$ cat config.mk
export PLATFORM = sky130hd
export DESIGN_NAME = sys_regs
export DESIGN_NICKNAME = d
export VERILOG_FILES = /design/src/sys_bus_pkg.sv /design/src/sys_regs.sv
export SDC_FILE = /design/constraint.sdc
export NUM_CORES = 1
export LEC_CHECK = 0
export BUFFER_PORTS_ARGS = -buffer_cell sky130_fd_sc_hd__buf_2
export CAP_MARGIN = 20
export CELL_PAD_IN_SITES_DETAIL_PLACEMENT = 1
export CELL_PAD_IN_SITES_GLOBAL_PLACEMENT = 1
export CORE_MARGIN = 2
export CORE_UTILIZATION = 42
export DETAILED_ROUTE_END_ITERATION = 8
export PLACE_DENSITY_LB_ADDON = 0.08
export SLEW_MARGIN = 30
export SYNTH_ARGS = -nofsm -noshare
export SYNTH_HDL_FRONTEND = slang
export SYNTH_SLANG_ARGS = --single-unit
$ cat constraint.sdc
create_clock -name clk -period 1.9 [get_ports clk]
set_clock_uncertainty 0.05 [all_clocks]
set_input_delay 0.38 -clock clk [delete_from_list [all_inputs] [get_ports clk]]
set_output_delay 0.38 -clock clk [all_outputs]
set_load 0.01 [all_outputs]
$ cat src/sys_bus_pkg.sv
/*
 * System bus package: bus and AXI field widths, response codes,
 * region map, register offsets and the bridge FSM state type
 */

package sys_bus_pkg;

  // Field widths
  typedef logic [31:0] addr_t;
  typedef logic [31:0] data_t;
  typedef logic [3:0]  strb_t;
  typedef logic [11:0] id_t;
  typedef logic [3:0]  len_t;
  typedef logic [1:0]  resp_t;
  typedef logic [7:0]  led_t;

  // AXI responses in use
  localparam resp_t RESP_OKAY   = 2'b00;
  localparam resp_t RESP_SLVERR = 2'b10;

  // Region number lives in address bits 15:12
  localparam logic [3:0] REGION_REGS = 4'd0;
  localparam logic [3:0] REGION_BRAM = 4'd1;

  // Register window
  localparam data_t       SYS_ID       = 32'h5359_5301;
  localparam logic [11:0] REG_OFS_ID   = 12'h000;
  localparam logic [11:0] REG_OFS_SCR0 = 12'h004;
  localparam logic [11:0] REG_OFS_SCR1 = 12'h008;
  localparam logic [11:0] REG_OFS_LED  = 12'h00C;

  typedef enum logic [2:0] {
    IDLE, WDATA, WACK, BRESP, RREQ, RACK, RDATA
  } axi_state_t;

endpackage
$ cat src/sys_regs.sv
/*
 * Register bank: read-only ID, two scratch registers and the LED
 * register, all answering one cycle after the strobe
 */

`timescale 1ns/100ps

module sys_regs (
  input  logic               clk,
  input  logic               reset_i,
  input  sys_bus_pkg::addr_t addr_i,
  input  sys_bus_pkg::data_t wdata_i,
  input  sys_bus_pkg::strb_t sel_i,
  input  logic               wen_i,
  input  logic               ren_i,
  output sys_bus_pkg::data_t rdata_o,
  output logic               ack_o,
  output logic               err_o,
  output sys_bus_pkg::led_t  led_o
);

  logic [11:0]        ofs;
  sys_bus_pkg::data_t scr0_q;
  sys_bus_pkg::data_t scr1_q;
  sys_bus_pkg::led_t  led_q;

  // Byte lanes with a set strobe take the new data
  function automatic sys_bus_pkg::data_t merge_bytes(input sys_bus_pkg::data_t old_w,
                                                     input sys_bus_pkg::data_t new_w,
                                                     input sys_bus_pkg::strb_t sel);
    sys_bus_pkg::data_t res;
    res = old_w;
    for (int b = 0; b < $bits(sys_bus_pkg::strb_t); b++) begin
      if (sel[b]) res[8*b +: 8] = new_w[8*b +: 8];
    end
    return res;
  endfunction

  assign ofs = {addr_i[11:2], 2'b00};

  always_ff @(posedge clk) begin
    if (reset_i) begin
      ack_o  <= 1'b0;
      err_o  <= 1'b0;
      scr0_q <= '0;
      scr1_q <= '0;
      led_q  <= '0;
    end else begin
      ack_o <= wen_i || ren_i;
      err_o <= (wen_i || ren_i) && (ofs > sys_bus_pkg::REG_OFS_LED);
      // ID writes fall through silently
      if (wen_i) begin
        case (ofs)
          sys_bus_pkg::REG_OFS_SCR0: scr0_q <= merge_bytes(scr0_q, wdata_i, sel_i);
          sys_bus_pkg::REG_OFS_SCR1: scr1_q <= merge_bytes(scr1_q, wdata_i, sel_i);
          sys_bus_pkg::REG_OFS_LED:  if (sel_i[0]) led_q <= wdata_i[7:0];
          default: ;
        endcase
      end
    end
  end

  always_ff @(posedge clk) begin
    if (ren_i) begin
      case (ofs)
        sys_bus_pkg::REG_OFS_ID:   rdata_o <= sys_bus_pkg::SYS_ID;
        sys_bus_pkg::REG_OFS_SCR0: rdata_o <= scr0_q;
        sys_bus_pkg::REG_OFS_SCR1: rdata_o <= scr1_q;
        sys_bus_pkg::REG_OFS_LED:  rdata_o <= sys_bus_pkg::data_t'(led_q);
        default:                   rdata_o <= '0;
      endcase
    end
  end

  assign led_o = led_q;

endmodule

==> metrics.txt <==
drc violations=0; Placed Instance Area=5550 um^2; Reg2Reg Setup Slack=0.78 ns; total gr overflow=0; Slew Limit Fails=0; GPL Wtd Cong=0.682; YS warnings=0; Ports=114; Synth Instances=427; CP endpoint kind=flip-flop; FF-to-FF path depth=3; Post-Syn Nets=499; Post-CTS Setup Bufs=0; Vias/cell=5.04; HP Class=input port to flip-flop; number of enable flip-flop cells after synthesis=32; CP Data Required Time=1.96 ns; DRT iter0 DRCs=131; hpwl dp=8050 um; Worst Max-Slew Pin Slew=0.394 ns; Reg2Reg Launch Point=led_o[4]; Sink Count=106; FF-to-FF End=rdata_o[4]; dominant synthesized flop cell=dfxtp_1; CTS Hold Bufs=0; die area=12,400 um^2; Yosys reg bits=106; initial core utilization=0.427; top-count cell post-synth=nand2b_1; total chip power=4.48 mW; max cap viols=0; fraction of layout cells with a size suffix above 1=0.273; area of the core=11,300 um^2; Synth top area share=0.306; IO Port Bufs=91; synth top area cells=dfxtp_1 31%, edfxtp_1 20%, mux2i_1 15%, nand2b_1 15%, nand4_4 4.0%; Hold Path Origin=wdata_i[12]; htree depth=3; Post-Route WL=11,600 um; setup ws final=0.427 ns; post-route ant nets=0; cell area after synthesis=4840 um^2; Hold Vio Cnt, Final=0; FMAX=679 MHz; area leader, netlist=dfxtp_1; RSZ-0062 raised after global routing=false; pwr dens=769 nW/um^2; syn_area_per_cell=11.3 um^2; n_diodes=0; clk_lat worst skew=0.35 ns; Worst-path clk slew=0.07 ns; CTS tree=built; Root Driver=clkbuf_16; number of distinct library cells after synthesis=21; Post-synth top cells=116 x nand2b_1, 74 x dfxtp_1, 73 x mux2i_1; Data arrival, critical path=1.54 ns; Slew HR=0.737; Fill cells=1,251; TNS Setup=0 ns; die width=111 um; Hold Path End=scr0_q[12]; CTS max path bufs=2; Area growth, synth to finish=20.4%; std cell rows=39; Leak=2.73 nW; routed length per instance=17.4 um; global-route wire length before repair=18,800 um; hold path depth=3; Min Clock Period, post-route=1.47 ns; number of CTS-inserted buffers=9; initial antenna violation count=0; maximum vdd drop=0.000435 V; Via Count=3,359; final-report setup violation count=0; global-route usage over all layers=0.194; outcome=finished, final reports clean; DR pass1 iterations=4; nets=592; dpl ws=0.0911 ns; Gates resized, CTS repair=0; pin count of the biggest net entering global routing=68; startpoint types=input port; post-synthesis sequential area ratio=0.505; Final Cell Area=5830 um^2; Final Cycle Share=0.775; number of global-route vias before repair=3,628; CP Class=input port to flip-flop; Synth async-reset ratio=0; die height=111 um; CP max FO=10
[state kept, by name, summed over array words and instances, names as in the netlist]
name and cells:
ack_o 1, err_o 1, led_o 8, rdata_o 32, scr0_q 32, scr1_q 32
[report_power, final]
group / internal (mW) / switching, mW / total, mW
logic: 0.148 / 0.181 / 0.329
clock network: 0.968 / 0.831 / 1.80
registers: 2.35 / 0.00621 / 2.35
total: 3.46 / 1.02 / 4.48
[per-layer routing]
layer / share of wire / GRT usage / up-vias
met5: 0 / 0 / -
met4: 0.0089 / 0.0519 / 0
met3: 0.035 / 0.0419 / 6
met2: 0.51 / 0.343 / 58
met1: 0.44 / 0.242 / 1650
li1: - / - / 1645
[how the worst max path moves through the flow]
stage	start	endpoint	slack [ns]	depth (start not counted)
after floorplan	addr_i[2]	rdata_o[5]	0.37	5
after CTS	addr_i[8]	rdata_o[0]	0.45	5
after global routing	addr_i[8]	rdata_o[0]	0.36	5
after detailed placement	addr_i[8]	rdata_o[0]	0.09	5
final	addr_i[8]	rdata_o[0]	0.43	5
after global placement	addr_i[8]	rdata_o[0]	0.14	5
[placed cells by master (no fill, tap or decap), drive strengths merged]
| cell type | n |
|---|---|
| and2 | 6 |
| a22oi | 19 |
| mux2 | 7 |
| nor4 | 2 |
| clkinv | 2 |
| inv | 14 |
| a21o | 12 |
| buf | 109 |
| nand2b | 116 |
| nand2 | 1 |
| nor2b | 2 |
| nor2 | 21 |
| mux2i | 73 |
| a21oi | 12 |
| a221oi | 1 |
| nand4 | 9 |
| edfxtp | 32 |
| clkbuf | 12 |
| dfxtp | 74 |
[cells by family (layout without fill, tap and decap cells)]
group,Yosys count,in the layout,share of synthesized area
compound gates,44,44,0.0623
mux,80,80,0.167
flops,106,106,0.505
simple gates,157,157,0.226
buf+inv,40,137,0.0393
[stage by stage]
step | cells | hold slack (ns) | utilization
after floorplan | 427 | 0.400 | -
after global placement | 652 | 0.408 | 0.490
after detailed placement | 652 | 0.418 | 0.490
after CTS | 667 | 0.253 | 0.515
after global routing | 667 | 0.256 | 0.515
final | 667 | 0.256 | 0.515
[layout make-up]
cell class              instances  area [um^2]  share of cell area
clock inverters                 3         22.5             0.00387
inverters                      13         48.8             0.00837
flip-flops and latches        106         2440               0.419
repair buffers                109          666               0.114
clock buffers                  12          258              0.0442
multi-input cells             281         2210               0.379
well taps                     143          179              0.0307
[critical path, cell delays in order]
cell,delay [ns]
buf_2,0.11
nor4_4,0.34
buf_12,0.21
nand2_2,0.13
a221oi_1,0.36
Power figures use the tool's default switching activity.
