===== src/sys_bus_pkg.sv =====
/*
 * System bus package: bus and AXI field widths, response codes,
 * region map, register offsets and the bridge FSM state type
 */

package sys_bus_pkg;

  // Field widths
  typedef logic [31:0] addr_t;
  typedef logic [31:0] data_t;
  typedef logic [3:0]  strb_t;
  typedef logic [11:0] id_t;
  typedef logic [3:0]  len_t;
  typedef logic [1:0]  resp_t;
  typedef logic [7:0]  led_t;

  // AXI responses in use
  localparam resp_t RESP_OKAY   = 2'b00;
  localparam resp_t RESP_SLVERR = 2'b10;

  // Region number lives in address bits 15:12
  localparam logic [3:0] REGION_REGS = 4'd0;
  localparam logic [3:0] REGION_BRAM = 4'd1;

  // Register window
  localparam data_t       SYS_ID       = 32'h5359_5301;
  localparam logic [11:0] REG_OFS_ID   = 12'h000;
  localparam logic [11:0] REG_OFS_SCR0 = 12'h004;
  localparam logic [11:0] REG_OFS_SCR1 = 12'h008;
  localparam logic [11:0] REG_OFS_LED  = 12'h00C;

  typedef enum logic [2:0] {
    IDLE, WDATA, WACK, BRESP, RREQ, RACK, RDATA
  } axi_state_t;

endpackage

===== src/sys_bus_decoder.sv =====
/*
 * System bus decoder: region select, strobe routing to the register
 * bank and RAM, response mux and the error answer for bad addresses
 */

`timescale 1ns/100ps

module sys_bus_decoder #(
  parameter int BRAM_AW = 8
) (
  input  logic               clk,
  input  logic               reset_i,
  input  sys_bus_pkg::addr_t sys_addr_i,
  input  logic               sys_wen_i,
  input  logic               sys_ren_i,
  output sys_bus_pkg::data_t sys_rdata_o,
  output logic               sys_ack_o,
  output logic               sys_err_o,
  output logic               regs_wen_o,
  output logic               regs_ren_o,
  input  sys_bus_pkg::data_t regs_rdata_i,
  input  logic               regs_ack_i,
  input  logic               regs_err_i,
  output logic               bram_wen_o,
  output logic               bram_ren_o,
  input  sys_bus_pkg::data_t bram_rdata_i,
  input  logic               bram_ack_i
);

  localparam logic [1:0] TGT_REGS = 2'd0;
  localparam logic [1:0] TGT_BRAM = 2'd1;
  localparam logic [1:0] TGT_NONE = 2'd2;

  logic [1:0] tgt;
  logic [1:0] tgt_q;
  logic       bram_in_range;
  logic       err_ack_q;

  // Word index must fit the RAM
  assign bram_in_range = ((sys_addr_i[11:2] >> BRAM_AW) == '0);

  always_comb begin
    if (sys_addr_i[15:12] == sys_bus_pkg::REGION_REGS) tgt = TGT_REGS;
    else if ((sys_addr_i[15:12] == sys_bus_pkg::REGION_BRAM) && bram_in_range) tgt = TGT_BRAM;
    else tgt = TGT_NONE;
  end

  assign regs_wen_o = sys_wen_i && (tgt == TGT_REGS);
  assign regs_ren_o = sys_ren_i && (tgt == TGT_REGS);
  assign bram_wen_o = sys_wen_i && (tgt == TGT_BRAM);
  assign bram_ren_o = sys_ren_i && (tgt == TGT_BRAM);

  // Target of the open request, plus the local error ack
  always_ff @(posedge clk) begin
    if (reset_i) begin
      tgt_q     <= TGT_NONE;
      err_ack_q <= 1'b0;
    end else begin
      if (sys_wen_i || sys_ren_i) tgt_q <= tgt;
      err_ack_q <= (sys_wen_i || sys_ren_i) && (tgt == TGT_NONE);
    end
  end

  // Response follows the answering peripheral
  always_comb begin
    case (tgt_q)
      TGT_REGS: begin
        sys_ack_o   = regs_ack_i;
        sys_err_o   = regs_err_i;
        sys_rdata_o = regs_rdata_i;
      end
      TGT_BRAM: begin
        sys_ack_o   = bram_ack_i;
        sys_err_o   = 1'b0;
        sys_rdata_o = bram_rdata_i;
      end
      default: begin
        sys_ack_o   = err_ack_q;
        sys_err_o   = err_ack_q;
        sys_rdata_o = '0;
      end
    endcase
  end

endmodule


===== config.mk =====
export PLATFORM = sky130hd
export DESIGN_NAME = sys_bus_decoder
export DESIGN_NICKNAME = d
export VERILOG_FILES = /design/src/sys_bus_pkg.sv /design/src/sys_bus_decoder.sv
export SDC_FILE = /design/constraint.sdc
export NUM_CORES = 1
export LEC_CHECK = 0
export BUFFER_PORTS_ARGS = -buffer_cell sky130_fd_sc_hd__buf_2
export CAP_MARGIN = 0
export CORE_AREA = 2 2 55 57
export DETAILED_ROUTE_END_ITERATION = 12
export DIE_AREA = 0 0 57 59
export GPL_TIMING_DRIVEN = 1
export HOLD_SLACK_MARGIN = 0.03
export PLACE_DENSITY = 0.82
export SETUP_SLACK_MARGIN = 0.3
export SLEW_MARGIN = 20
export SYNTH_ARGS = -nofsm -noshare
export SYNTH_HDL_FRONTEND = slang
export SYNTH_SLANG_ARGS = --single-unit

===== constraint.sdc =====
create_clock -name clk -period 1.8 [get_ports clk]
set_clock_uncertainty 0.05 [all_clocks]
set_input_delay 0.36 -clock clk [delete_from_list [all_inputs] [get_ports clk]]
set_output_delay 0.36 -clock clk [all_outputs]
set_load 0.01 [all_outputs]

==> flow_summary_export.csv, run 1 <==
group,metric,value,unit
critical_path,slowest_stage,"dfxtp_4",
yosys,ys_seq_elements,3,
yosys,seq_area_frac_synth,8.76,%
drt,drtAntennaViolNets,0,
critical_path,endpoint_kind,"output port",
layout,seqCellArea,63.8,sq um
yosys,synth_adder_area_share,0,%
drt,via_per_inst,4.73,
sta,setup_violations,0,
yosys,syn-num-nets,200,
drt,drtPass1Iterations,6,
pwr,swShare,31.0,%
layout,area_growth_syn_to_layout,113,%
layout,nNetsFinal,320,
critical_path,crit_required,1390,ps
sta,fin_crit_sh,90.6,%
yosys,syn_area_per_cell,7.07,sq um
sta,setup_tns,0,ps
sta,final_max_slew_viol_count,0,
yosys,synth_top_family_by_area,"multiplexers",
clocking,cts_max_level,1,
placed_design,routabilityCongestion,0.731,
worst_hold_path,worst_hold_path_type,"input pin to register",
clocking,numCtsBuffers,3,
drt,vias,1169,
yosys,netlist.area_leader.share,48.2,%
critical_path,worstSetupPathType,"register to output port",
layout,antenna_cells,0,
sta,fmax,0.613,GHz
layout,multi_input_area,613,sq um
pwr,p_comb_share,47.4,%
critical_path,arrival,1220,ps
global_route,first_global_vias,994,
sta,rsz0062_at_grt,"yes",
layout,final_common_cell,"buf_2",
drt,wirelength,2930,um
global_route,grt_overflow,0,
layout,final_cell_mix,"buf_2, nor2_1, mux2i_1",
clocking,tritoncts,"done",
critical_path,crit_family,"flip-flops",
floorplan,start_util,25.3,%
clocking,clockBufferDepth,2,
layout,drive_gt1_share,63.0,%
clocking,path_clk_slew,40,ps
floorplan,row_count,19,
global_route,grt_antenna_before_repair,0,
outcome,status,"finished clean",
flow_run,drv_cap,0,
drt,drcViolationCount,0,
floorplan,top_level_ports,141,
yosys,synthTopCellsByArea,"mux2i_1, nor2_1, dfxtp_1, nor3_1, buf_4",
pwr,power_density,252,nW/um^2
global_route,grt_usage,15.1,%
floorplan,die_y,59,um
placed_design,hpwl,2060,um
drt,drtIter0Drc,32,
placed_design,placed_cells,238,
pwr,cellLeakagePower,0.775,nW
sta,timing.hold.ws,313,ps
global_route,grt_max_degree,22,
clocking,clk_latency,240,ps
global_route,grt_pass1_wl,4060,um
clocking,root_buffer,"clkbuf_4",
sta,period_needed,1630,ps
sta,slew_headroom,82.9,%
pwr,pwr-share-clk,33.9,%
critical_path,cpPeakStageDelay,400,ps
yosys,netlist_area,686,sq um
critical_path,worstSetupStartpointType,"register",
clocking,cts_sinks,3,
pwr,peakVddDrop,0.170,mV
floorplan,dieArea,3360,sq um
yosys,synth_mux_area_share,48.2,%
yosys,synth-xor-area-share,0,%
pwr,p_int,0.254,mW
pwr,p_total,0.368,mW
yosys,synth_compound_area_share,8.39,%
yosys,synth-simple-area-share,27.4,%
floorplan,core_area,2710,sq um
yosys,synth.distinct_cells,18,
floorplan,die_w,57,um
pwr,sequentialPowerShare,18.6,%
layout,final_cells,247,
critical_path,crit_path_max_fanout,10,
placed_design,port_buffers,114,
yosys,synth_top_area_cell,"mux2i_1",
yosys,synth_warnings,0,
layout,n_fill_cell,273,
yosys,synth_cells,97,
sta,worst_slew_pin_slew,254,ps
pwr,switchingPower,0.114,mW
critical_path,path_buf_inv,2,
drt,wl_per_cell,11.8,um
sta,final_hold_viol_count,0,
critical_path,path_cells,"buf_12 > mux2i_1 > o21ai_0 > buf_2",
clocking,cts_hold_buffers,0,
per-layer routing:
| layer | share of wire, % | global-route usage [%] | vias up |
|---|---|---|---|
| met1 | 33 | 14.0 | 512 |
| met4 | 2.3 | 3.99 | 0 |
| met3 | 10 | 4.37 | 8 |
| met5 | 0 | 0 | - |
| met2 | 54 | 31.5 | 75 |
| li1 | - | - | 574 |
cell families (layout without fill, tap and decap cells):
family,after synthesis,count (layout)
compound gates,7,7
buf+inv,10,129
flops,3,3
mux,33,33
simple gates,44,44
path summary, 6_finish.rpt:
kind                         start                     to  slack, ps  cells after the start
min reg2reg  tgt_q[1]$_SDFFE_PP1P_  tgt_q[1]$_SDFFE_PP1P_        660                      3
max          tgt_q[0]$_SDFFE_PP0P_              sys_ack_o        170                      4
min                        reset_i  tgt_q[0]$_SDFFE_PP0P_        310                      2
max reg2reg  tgt_q[0]$_SDFFE_PP0P_  tgt_q[0]$_SDFFE_PP0P_        530                      3
power groups by stage:
stage                     combinational, mW  clock [mW]  sequential [mW]
after floorplan                      0.0562           0           0.0705
after global placement                0.152           0           0.0711
after detailed placement              0.157           0           0.0708
after CTS                             0.162       0.129           0.0698
after global routing                  0.192       0.136           0.0687
final                                 0.175       0.125           0.0686
area by class of cell:
type                            count  area share (%)
Tap cell                           31            2.66
Multi-Input combinational cell     84            42.0
Inverter                            2           0.514
Sequential cell                     3            4.37
Clock buffer                        4            1.80
Timing Repair Buffer              123            48.7
registers in the layout, indices dropped and copies added, names as in the netlist:
| signal | flops |
|---|---|
| err_ack_q | 1 |
| tgt_q | 2 |
metrics by stage:
stage / instance area [sq um] / setup WS [ps] / util [%]
4_1_cts: 1360 / 186 / 50.3
3_3_place_gp: 1300 / 142 / 47.8
3_5_place_dp: 1300 / 141 / 47.8
5_1_grt: 1460 / 117 / 53.9
2_1_floorplan: 686 / 276 / -
6_report: 1460 / 169 / 53.9
repair_timing:
action | 4_1_cts | 5_1_grt
gates cloned | 0 | 2
setup buffers | 1 | 2
endpoints found under the setup margin | 38 | 38
resized for setup | 7 | 8
pin swaps | 1 | 6
cells in the mapped netlist (all sizes together):
master	n
clkbuf	4
a21boi	1
nand2	1
buf	4
dfxtp	3
o41ai	1
inv	2
o21ba	1
nor3	5
nor2	34
o21ai	3
or3b	1
a32oi	1
mux2i	33
or3	1
or4b	1
nand2b	1
worst register-to-register path, cell delays in order, from the launching register on:
cell and delay (ps):
dfxtp_4 400, clkbuf_16 170, or4b_1 460, o41ai_2 70
(Power assumes the default switching activity.)
==> inputs of run 2 (changes only) <==
- CORE_AREA: 2 2 55 57 -> unset
- CORE_MARGIN: unset -> 8
- CORE_UTILIZATION: unset -> 26
- DIE_AREA: 0 0 57 59 -> unset
- PLACE_DENSITY: 0.82 -> 0.85
==> flow_summary_export.csv, run 2 (synthesis results as in run 1) <==
group,metric,value,unit
sta,rsz0062_at_grt,"yes",
placed_design,hpwl,2960,um
critical_path,crit_family,"flip-flops",
floorplan,row_count,18,
global_route,grt_antenna_before_repair,0,
sta,fmax,0.606,GHz
layout,final_cell_mix,"buf_2, nor2_1, mux2i_1",
floorplan,dieArea,4540,sq um
layout,nNetsFinal,321,
sta,period_needed,1650,ps
layout,reg_top3,"tgt_q: 2 flops, err_ack_q: 1 flops",
global_route,grt_pass1_wl,5130,um
global_route,grt_overflow,0,
critical_path,worstSetupStartpointType,"register",
layout,final_common_cell,"buf_2",
floorplan,die_y,67.4,um
critical_path,arrival,1240,ps
clocking,path_clk_slew,40,ps
clocking,clockBufferDepth,2,
drt,wirelength,3620,um
sta,final_hold_viol_count,0,
drt,drtIter0Drc,33,
sta,fin_crit_sh,91.7,%
pwr,switchingPower,0.110,mW
pwr,pwr-share-clk,32.1,%
floorplan,core_area,2500,sq um
pwr,swShare,30.1,%
clocking,cts_max_level,1,
floorplan,start_util,27.4,%
sta,slew_headroom,85.2,%
clocking,numCtsBuffers,3,
pwr,p_comb_share,49.2,%
global_route,grt_max_degree,23,
placed_design,routabilityCongestion,0.676,
drt,drcViolationCount,0,
outcome,status,"finished clean",
drt,wl_per_cell,14.7,um
pwr,cellLeakagePower,0.797,nW
critical_path,cpPeakStageDelay,390,ps
drt,vias,1150,
global_route,grt_usage,14.0,%
sta,final_max_slew_viol_count,0,
placed_design,port_buffers,114,
clocking,cts_hold_buffers,0,
global_route,first_global_vias,1157,
sta,setup_tns,0,ps
layout,n_fill_cell,246,
clocking,cts_sinks,3,
critical_path,ff2ff_setup_slack,540,ps
drt,via_per_inst,4.66,
pwr,sequentialPowerShare,18.7,%
placed_design,placed_cells,237,
drt,drtPass1Iterations,4,
pwr,peakVddDrop,0.169,mV
floorplan,die_w,67.4,um
critical_path,crit_required,1390,ps
sta,setup_violations,0,
pwr,power_density,244,nW/um^2
critical_path,path_buf_inv,3,
floorplan,top_level_ports,141,
layout,area_growth_syn_to_layout,119,%
pwr,p_total,0.367,mW
clocking,tritoncts,"done",
sta,worst_slew_pin_slew,220,ps
worst_hold_path,worst_hold_path_type,"input pin to register",
pwr,p_int,0.256,mW
flow_run,drv_cap,0,
clocking,root_buffer,"clkbuf_4",
clocking,clk_latency,230,ps
drt,drtAntennaViolNets,0,
critical_path,endpoint_kind,"output port",
layout,largest_register,"tgt_q",
layout,drive_gt1_share,64.5,%
layout,antenna_cells,0,
critical_path,path_cells,"buf_6 > buf_16 > mux2i_1 > nor2_1 > buf_2",
critical_path,worstSetupPathType,"register to output port",
critical_path,crit_path_max_fanout,5,
layout,largest_reg_flops,2,
layout,final_cells,247,
critical_path,slowest_stage,"dfxtp_4",
-- run 2: path summary, 6_finish.rpt --
path | from | end | depth (start not counted)
hold reg to reg | tgt_q[1]$_SDFFE_PP1P_ | tgt_q[1]$_SDFFE_PP1P_ | 3
setup reg to reg | tgt_q[0]$_SDFFE_PP0P_ | tgt_q[0]$_SDFFE_PP0P_ | 3
hold / removal | reset_i | tgt_q[0]$_SDFFE_PP0P_ | 2
setup / recovery | tgt_q[0]$_SDFFE_PP0P_ | sys_rdata_o[26] | 5
-- run 2: power by group through the flow --
stage	logic [mW]	clock network, mW	registers [mW]
global route	0.198	0.134	0.0688
finish	0.181	0.118	0.0687
CTS	0.175	0.122	0.0686
global placement	0.153	0	0.0708
detailed placement	0.161	0	0.0709
floorplan	0.0562	0	0.0705
-- run 2: cell type report --
type,instances,area [sq um],area share (%)
Tap cell,30,37.5,2.50
Clock buffer,4,26.3,1.75
Sequential cell,3,63.8,4.24
Inverter,2,7.51,0.499
Timing Repair Buffer,124,741,49.3
Multi-Input combinational cell,84,628,41.8
-- run 2: worst register-to-register path: stages, from the launching register on --
cell	delay (ps)
dfxtp_4	390
buf_8	180
or4b_1	470
o41ai_2	60
-- run 2: stage by stage --
stage	util (%)	hold slack (ps)	worst slack [ps]	cell area (sq um)
2_1_floorplan	-	413	276	686
3_3_place_gp	51.8	546	134	1290
3_5_place_dp	51.8	557	133	1290
4_1_cts	58.7	312	158	1470
5_1_grt	60.2	319	76.2	1500
6_report	60.2	324	149	1500
-- run 2: what timing repair did --
| action | in CTS | in global routing |
|---|---|---|
| endpoints found under the hold margin | 0 | 0 |
| gates resized for setup | 13 | 8 |
| setup endpoints to repair | 38 | 38 |
| pin swaps | 4 | 6 |
| gates cloned | 2 | 0 |
| setup buffers | 4 | 0 |
-- run 2: routing by layer --
| layer | part of all wire [%] | track usage [%] |
|---|---|---|
| met4 | 0.61 | 1.83 |
| met1 | 28 | 11.6 |
| met2 | 58 | 30.0 |
| met3 | 13 | 5.96 |
| met5 | 0 | 0 |
