===== src/sys_bus_pkg.sv =====
/*
 * System bus package: bus and AXI field widths, response codes,
 * region map, register offsets and the bridge FSM state type
 */

package sys_bus_pkg;

  // Field widths
  typedef logic [31:0] addr_t;
  typedef logic [31:0] data_t;
  typedef logic [3:0]  strb_t;
  typedef logic [11:0] id_t;
  typedef logic [3:0]  len_t;
  typedef logic [1:0]  resp_t;
  typedef logic [7:0]  led_t;

  // AXI responses in use
  localparam resp_t RESP_OKAY   = 2'b00;
  localparam resp_t RESP_SLVERR = 2'b10;

  // Region number lives in address bits 15:12
  localparam logic [3:0] REGION_REGS = 4'd0;
  localparam logic [3:0] REGION_BRAM = 4'd1;

  // Register window
  localparam data_t       SYS_ID       = 32'h5359_5301;
  localparam logic [11:0] REG_OFS_ID   = 12'h000;
  localparam logic [11:0] REG_OFS_SCR0 = 12'h004;
  localparam logic [11:0] REG_OFS_SCR1 = 12'h008;
  localparam logic [11:0] REG_OFS_LED  = 12'h00C;

  typedef enum logic [2:0] {
    IDLE, WDATA, WACK, BRESP, RREQ, RACK, RDATA
  } axi_state_t;

endpackage

===== src/axi_slave_fsm.sv =====
/*
 * AXI slave FSM: takes one INCR burst at a time from the write or
 * read channel (round robin) and runs it beat by beat on the system bus
 */

`timescale 1ns/100ps

module axi_slave_fsm (
  input  logic               clk,
  input  logic               reset_i,
  // Write address
  input  logic               awvalid_i,
  input  sys_bus_pkg::addr_t awaddr_i,
  input  sys_bus_pkg::id_t   awid_i,
  input  sys_bus_pkg::len_t  awlen_i,
  output logic               awready_o,
  // Write data
  input  logic               wvalid_i,
  input  sys_bus_pkg::data_t wdata_i,
  input  sys_bus_pkg::strb_t wstrb_i,
  input  logic               wlast_i,
  output logic               wready_o,
  // Write response
  output logic               bvalid_o,
  output sys_bus_pkg::id_t   bid_o,
  output sys_bus_pkg::resp_t bresp_o,
  input  logic               bready_i,
  // Read address
  input  logic               arvalid_i,
  input  sys_bus_pkg::addr_t araddr_i,
  input  sys_bus_pkg::id_t   arid_i,
  input  sys_bus_pkg::len_t  arlen_i,
  output logic               arready_o,
  // Read data
  output logic               rvalid_o,
  output sys_bus_pkg::data_t rdata_o,
  output sys_bus_pkg::id_t   rid_o,
  output sys_bus_pkg::resp_t rresp_o,
  output logic               rlast_o,
  input  logic               rready_i,
  // System bus
  output sys_bus_pkg::addr_t sys_addr_o,
  output sys_bus_pkg::data_t sys_wdata_o,
  output sys_bus_pkg::strb_t sys_sel_o,
  output logic               sys_wen_o,
  output logic               sys_ren_o,
  input  sys_bus_pkg::data_t sys_rdata_i,
  input  logic               sys_ack_i,
  input  logic               sys_err_i
);

  sys_bus_pkg::axi_state_t state_q;
  logic                    last_rd_q;
  logic                    pick_w;
  logic                    pick_r;
  logic                    err_q;
  logic                    rlast_q;
  logic                    wen_q;
  sys_bus_pkg::id_t        id_q;
  sys_bus_pkg::data_t      rdata_q;
  sys_bus_pkg::data_t      wdata_q;
  sys_bus_pkg::strb_t      wstrb_q;
  logic                    cnt_load;
  logic                    cnt_step;
  logic                    cnt_last;

  //////////////////////////////
  // Channel choice and address
  //////////////////////////////

  // Ties go to the channel not served last
  assign pick_w = awvalid_i && (!arvalid_i || last_rd_q);
  assign pick_r = arvalid_i && !pick_w;

  assign awready_o = (state_q == sys_bus_pkg::IDLE) && pick_w;
  assign arready_o = (state_q == sys_bus_pkg::IDLE) && pick_r;
  assign cnt_load  = awready_o || arready_o;
  assign cnt_step  = sys_ack_i &&
                     ((state_q == sys_bus_pkg::WACK) || (state_q == sys_bus_pkg::RACK));

  axi_burst_cnt burst_cnt_i (
    .clk          (clk),
    .reset_i      (reset_i),
    .load_i       (cnt_load),
    .start_addr_i (pick_w ? awaddr_i : araddr_i),
    .len_i        (pick_w ? awlen_i : arlen_i),
    .step_i       (cnt_step),
    .addr_o       (sys_addr_o),
    .last_o       (cnt_last)
  );

  //////////////////////////////
  // State machine
  //////////////////////////////

  // wlast_i is ignored, the counter ends the burst
  always_ff @(posedge clk) begin
    if (reset_i) begin
      state_q   <= sys_bus_pkg::IDLE;
      last_rd_q <= 1'b1;
      err_q     <= 1'b0;
      rlast_q   <= 1'b0;
      wen_q     <= 1'b0;
    end else begin
      wen_q <= 1'b0;
      case (state_q)
        sys_bus_pkg::IDLE: begin
          if (pick_w) begin
            state_q   <= sys_bus_pkg::WDATA;
            last_rd_q <= 1'b0;
            err_q     <= 1'b0;
          end else if (pick_r) begin
            state_q   <= sys_bus_pkg::RREQ;
            last_rd_q <= 1'b1;
            err_q     <= 1'b0;
          end
        end
        sys_bus_pkg::WDATA: begin
          if (wvalid_i) begin
            state_q <= sys_bus_pkg::WACK;
            wen_q   <= 1'b1;
          end
        end
        sys_bus_pkg::WACK: begin
          // Any bad beat taints the whole burst
          if (sys_ack_i) begin
            err_q   <= err_q | sys_err_i;
            state_q <= cnt_last ? sys_bus_pkg::BRESP : sys_bus_pkg::WDATA;
          end
        end
        sys_bus_pkg::BRESP: begin
          if (bready_i) state_q <= sys_bus_pkg::IDLE;
        end
        sys_bus_pkg::RREQ: state_q <= sys_bus_pkg::RACK;
        sys_bus_pkg::RACK: begin
          if (sys_ack_i) begin
            err_q   <= sys_err_i;
            rlast_q <= cnt_last;
            state_q <= sys_bus_pkg::RDATA;
          end
        end
        sys_bus_pkg::RDATA: begin
          if (rready_i) state_q <= rlast_q ? sys_bus_pkg::IDLE : sys_bus_pkg::RREQ;
        end
        default: state_q <= sys_bus_pkg::IDLE;
      endcase
    end
  end

  // Transaction ID and beat payload
  always_ff @(posedge clk) begin
    if (cnt_load) id_q <= pick_w ? awid_i : arid_i;
    if (wready_o && wvalid_i) begin
      wdata_q <= wdata_i;
      wstrb_q <= wstrb_i;
    end
    if ((state_q == sys_bus_pkg::RACK) && sys_ack_i) rdata_q <= sys_rdata_i;
  end

  //////////////////////////////
  // Outputs
  //////////////////////////////

  assign wready_o    = (state_q == sys_bus_pkg::WDATA);
  assign sys_wen_o   = wen_q;
  assign sys_ren_o   = (state_q == sys_bus_pkg::RREQ);
  assign sys_wdata_o = wdata_q;
  assign sys_sel_o   = wstrb_q;

  assign bvalid_o = (state_q == sys_bus_pkg::BRESP);
  assign bid_o    = id_q;
  assign bresp_o  = err_q ? sys_bus_pkg::RESP_SLVERR : sys_bus_pkg::RESP_OKAY;

  assign rvalid_o = (state_q == sys_bus_pkg::RDATA);
  assign rdata_o  = rdata_q;
  assign rid_o    = id_q;
  assign rresp_o  = err_q ? sys_bus_pkg::RESP_SLVERR : sys_bus_pkg::RESP_OKAY;
  assign rlast_o  = rlast_q;

endmodule


===== src/axi_burst_cnt.sv =====
/*
 * Beat counter for one INCR burst, with the word address of the
 * current beat and a flag for the final beat
 */

`timescale 1ns/100ps

module axi_burst_cnt (
  input  logic               clk,
  input  logic               reset_i,
  input  logic               load_i,
  input  sys_bus_pkg::addr_t start_addr_i,
  input  sys_bus_pkg::len_t  len_i,
  input  logic               step_i,
  output sys_bus_pkg::addr_t addr_o,
  output logic               last_o
);

  sys_bus_pkg::addr_t addr_q;
  sys_bus_pkg::len_t  left_q;

  // Beats remaining after the current one
  always_ff @(posedge clk) begin
    if (reset_i) begin
      left_q <= '0;
    end else if (load_i) begin
      left_q <= len_i;
    end else if (step_i && (left_q != '0)) begin
      left_q <= left_q - 1'b1;
    end
  end

  // Word aligned beat address, 32-bit beats only
  always_ff @(posedge clk) begin
    if (load_i) begin
      addr_q <= {start_addr_i[31:2], 2'b00};
    end else if (step_i) begin
      addr_q <= addr_q + 32'd4;
    end
  end

  assign addr_o = addr_q;
  assign last_o = (left_q == '0);

endmodule


===== config.mk =====
export PLATFORM = sky130hd
export DESIGN_NAME = axi_slave_fsm
export DESIGN_NICKNAME = d
export VERILOG_FILES = /design/src/sys_bus_pkg.sv /design/src/axi_slave_fsm.sv /design/src/axi_burst_cnt.sv
export SDC_FILE = /design/constraint.sdc
export NUM_CORES = 1
export LEC_CHECK = 0
export ABC_AREA = 0
export BUFFER_PORTS_ARGS = -buffer_cell sky130_fd_sc_hd__buf_2
export CORE_AREA = 5 5 117 119
export DETAILED_ROUTE_END_ITERATION = 8
export DIE_AREA = 0 0 122 124
export GPL_TIMING_DRIVEN = 0
export PLACE_DENSITY_LB_ADDON = 0.2
export SLEW_MARGIN = 20
export SYNTH_ARGS = -nofsm -noshare
export SYNTH_HDL_FRONTEND = slang
export SYNTH_SLANG_ARGS = --single-unit

===== constraint.sdc =====
create_clock -name clk -period 4.9 [get_ports clk]
set_input_delay 0.98 -clock clk [delete_from_list [all_inputs] [get_ports clk]]
set_output_delay 0.98 -clock clk [all_outputs]
set_load 0.02 [all_outputs]

==> summary.txt <==
Route
  • Vias: 4914
  • Wirelength per Cell: 17.49 um
  • DRC errors left: 0
  • DRT iter0 DRCs: 389
  • Antenna viol nets, final: 0
  • Drt total wl: 17300 um
  • Pre-Repair DR Iteration Count: 5
  • Vias per inst: 4.969

Power and ir drop
  • Flop pwr share: 37.2%
  • Comb pwr share: 38.3%
  • Switching power: 1.867 mW
  • Lkg Pwr: 3.491 nW
  • Pwr Total: 4.738 mW
  • Power share of the clock group: 24.5%
  • Pint: 2.871 mW
  • Sw Ratio: 39.41%
  • VDD IR max: 0.3292 mV
  • PwrDens: 604.9 nW/um2

Clock network
  • Clock buffer count from CTS: 17
  • Clock sinks: 121
  • Setup Buffers After CTS: 0
  • CTS Buffer Depth: 2
  • Clk root buf: clkbuf_16
  • Clk pin slew, worst setup/hold paths: 60 ps
  • Clock Latency Late Sink: 410 ps
  • CTS HTree Levels: 4
  • TritonCTS clock tree: yes
  • Post_cts resized: 0
  • Hold Buf Count CTS: 0

STA
  • Final Slew Violations: 0
  • Final worst slack: 1253 ps
  • Setup violators final: 0
  • Crit path time final: 3647 ps
  • FMAX: 274.2 MHz
  • Clock Skew: 10.51 ps
  • RSZ-0062 raised after global routing: no
  • Final Hold Fails: 0
  • Relative slew slack: 29.79%
  • Tightest Pin Transition: 1045 ps
  • Setup TNS: 0 ps
  • Final period util: 74.44%

Worst setup path
  • Crit path largest cell delay: 480 ps
  • Critical Path AT: 2670 ps
  • Crit Reg-Reg Endpoint: burst_cnt_i.addr_o[16]$_DFFE_PP_
  • R2r worst-path depth: 6
  • CP delay by family, top: buffers and inverters
  • CP cell instances: buf_2 > inv_1 > o21a_1 > clkbuf_1 > clkbuf_1 > and2_1 > buf_2
  • Worst EP required: 3920 ps
  • Kind of critical path: primary input to primary output
  • Max stage delay cell, worst path: clkbuf_1
  • Worst R2R Start: state_q[2]$_SDFFE_PP0P_
  • FF-to-FF setup slack: 2420 ps
  • Crit path buf inv count: 5
  • Critical Path Start Type: primary input
  • Endpoint class of the critical path: primary output
  • Worst-path maximum fanout: 10

Logic synthesis
  • Cell variety after synth: 46
  • Synthesized flop and latch total: 121
  • Syn avg cell area: 11.52 um2
  • Synth warn: 0
  • Netlist Area Pre-Place: 5553 um2
  • Mapped Cells: 482
  • Top_reg_cell synth: edfxtp_1
  • Post-synth EDFFs: 110
  • Post-synthesis async set-or-reset flop share: 0%
  • Sequential fraction of the synthesis area: 63.45%

Floorplanning
  • Die height: 124 um
  • Total die area: 15130 um2
  • DIE WIDTH: 122 um
  • Core Rows: 41
  • Initial core utilization: 44.54%
  • # IOs: 310
  • Placeable Area: 12470 um2

GRT
  • Total Routing Usage GR: 21.78%
  • First-pass GRT wire length: 25140 um
  • Vias in the first global route: 4810
  • Overflow after GRT: 0
  • Initial antenna violation count: 1
  • Largest net degree at the start of global routing: 37

Finish
  • Commonest non-fill, non-tap cell in the layout: buf_2
  • Final Core Density: 62.84%
  • Layout area overhead: 41.08%
  • Most frequent cells in the layout: 300 x buf_2, 110 x edfxtp_1, 108 x nand2_1
  • FILL cells: 1062
  • Layout cell share with drive strength beyond 1: 44.36%
  • Layout net count: 979

Status
  • Status: completed

Placed design
  • Gpl congestion: 0.7964
  • IO Port Bufs: 299
  • Post-detail-place hpwl: 13440 um
  • Place WS: 1272 ps

Hold path
  • Hold Crit Start: burst_cnt_i.left_q[1]$_SDFFE_PP0P_
  • WHS Path Cells: 2
  • Worst hold path class: flip-flop to flip-flop
  • Hold EP: burst_cnt_i.left_q[1]$_SDFFE_PP0P_

Flow run
  • Max_cap viols: 0
[Yosys cell counts, drive strengths merged, types with 4 or more instances]
| library cell | count | share of area (%) |
|---|---|---|
| a21oi | 24 | 2.2 |
| a31oi | 9 | 1.0 |
| and2 | 7 | 0.79 |
| and3 | 24 | 2.7 |
| buf | 22 | 2.7 |
| clkbuf | 19 | 1.3 |
| dfxtp | 11 | 4.0 |
| edfxtp | 110 | 59 |
| inv | 7 | 0.47 |
| mux2 | 6 | 1.2 |
| mux2i | 7 | 1.3 |
| nand2 | 108 | 7.3 |
| nand3 | 9 | 0.90 |
| nand4 | 12 | 1.4 |
| nor2 | 19 | 1.3 |
| nor3 | 8 | 0.72 |
| nor3b | 4 | 0.63 |
| o21ai | 12 | 1.1 |
| or4 | 4 | 0.68 |
| xnor2 | 8 | 1.3 |
| xor2 | 18 | 2.8 |
[sequential cells by signal, indices dropped and copies added, names as in the netlist]
signal / cells
last_rd_q: 1
sys_wen_o: 1
bid_o: 12
burst_cnt_i.addr_o: 30
sys_wdata_o: 32
sys_sel_o: 4
err_q: 1
state_q: 3
rlast_o: 1
rdata_o: 32
burst_cnt_i.left_q: 4
[kinds of logic after synthesis]
kind of cell | count (synthesis) | share of synthesized area (%)
buffers and inverters | 48 | 4.484
flip-flops | 121 | 63.45
other | 1 | 0.06753
multiplexers | 13 | 2.479
AND/OR/NAND/NOR | 213 | 18.68
XOR/XNOR | 26 | 4.101
adder cells (fa/ha/maj) | 2 | 0.4506
AO/OA/AOI/OAI | 58 | 6.287
[how the worst max path moves through the flow]
stage / from / to / slack (ps) / depth (start not counted)
floorplan: arvalid_i / awready_o / 1910 / 5
global placement: arvalid_i / awready_o / 1270 / 7
CTS: arvalid_i / awready_o / 1270 / 7
detailed placement: arvalid_i / awready_o / 1270 / 7
global route: arvalid_i / awready_o / 1100 / 7
finish: arvalid_i / awready_o / 1250 / 7
[power groups by stage]
| stage | clock network, mW | registers (mW) | logic [mW] |
|---|---|---|---|
| 3_5_place_dp | 0 | 1.77 | 1.82 |
| 4_1_cts | 1.17 | 1.76 | 1.83 |
| 3_3_place_gp | 0 | 1.76 | 1.78 |
| 5_1_grt | 1.23 | 1.80 | 1.98 |
| 2_1_floorplan | 0 | 2.02 | 0.917 |
| 6_report | 1.16 | 1.76 | 1.82 |
[metal layers]
layer | GRT usage (%) | up-vias | wire length (um)
li1 | - | 2367 | -
met1 | 26.72 | 2331 | 6900
met2 | 37.50 | 202 | 8825
met3 | 6.131 | 14 | 1326
met4 | 6.793 | 0 | 249
met5 | 0 | - | 0
[stage by stage]
step / cell area [um2] / instances / hold WS, ps
CTS: 7831 / 988 / 475.8
floorplan: 5564 / 485 / 445.4
finish: 7834 / 989 / 476.9
global route: 7834 / 989 / 520.1
detailed placement: 7278 / 956 / 468.6
global placement: 7276 / 956 / 460.6
[worst min-delay path, delay by kind of cell (launching register included)]
| family | cells | cell delay, ps |
|---|---|---|
| DFF | 1 | 320 |
| and+or+nand+nor | 1 | 60 |
| AOI/OAI and AO/OA | 1 | 50 |
[layout make-up]
| type | instances | area [um2] | share of cell area, % |
|---|---|---|---|
| Antenna cell | 1 | 2.502 | 0.03194 |
| Multi-Input combinational cell | 316 | 1793 | 22.89 |
| Clock inverter | 14 | 123.9 | 1.581 |
| Inverter | 7 | 26.28 | 0.3354 |
| Timing Repair Buffer | 299 | 1496 | 19.10 |
| Clock buffer | 18 | 429.2 | 5.478 |
| Buffer | 41 | 224.0 | 2.859 |
| Tap cell | 172 | 215.2 | 2.747 |
| Sequential cell | 121 | 3523 | 44.98 |
Power figures use the tool's default switching activity.
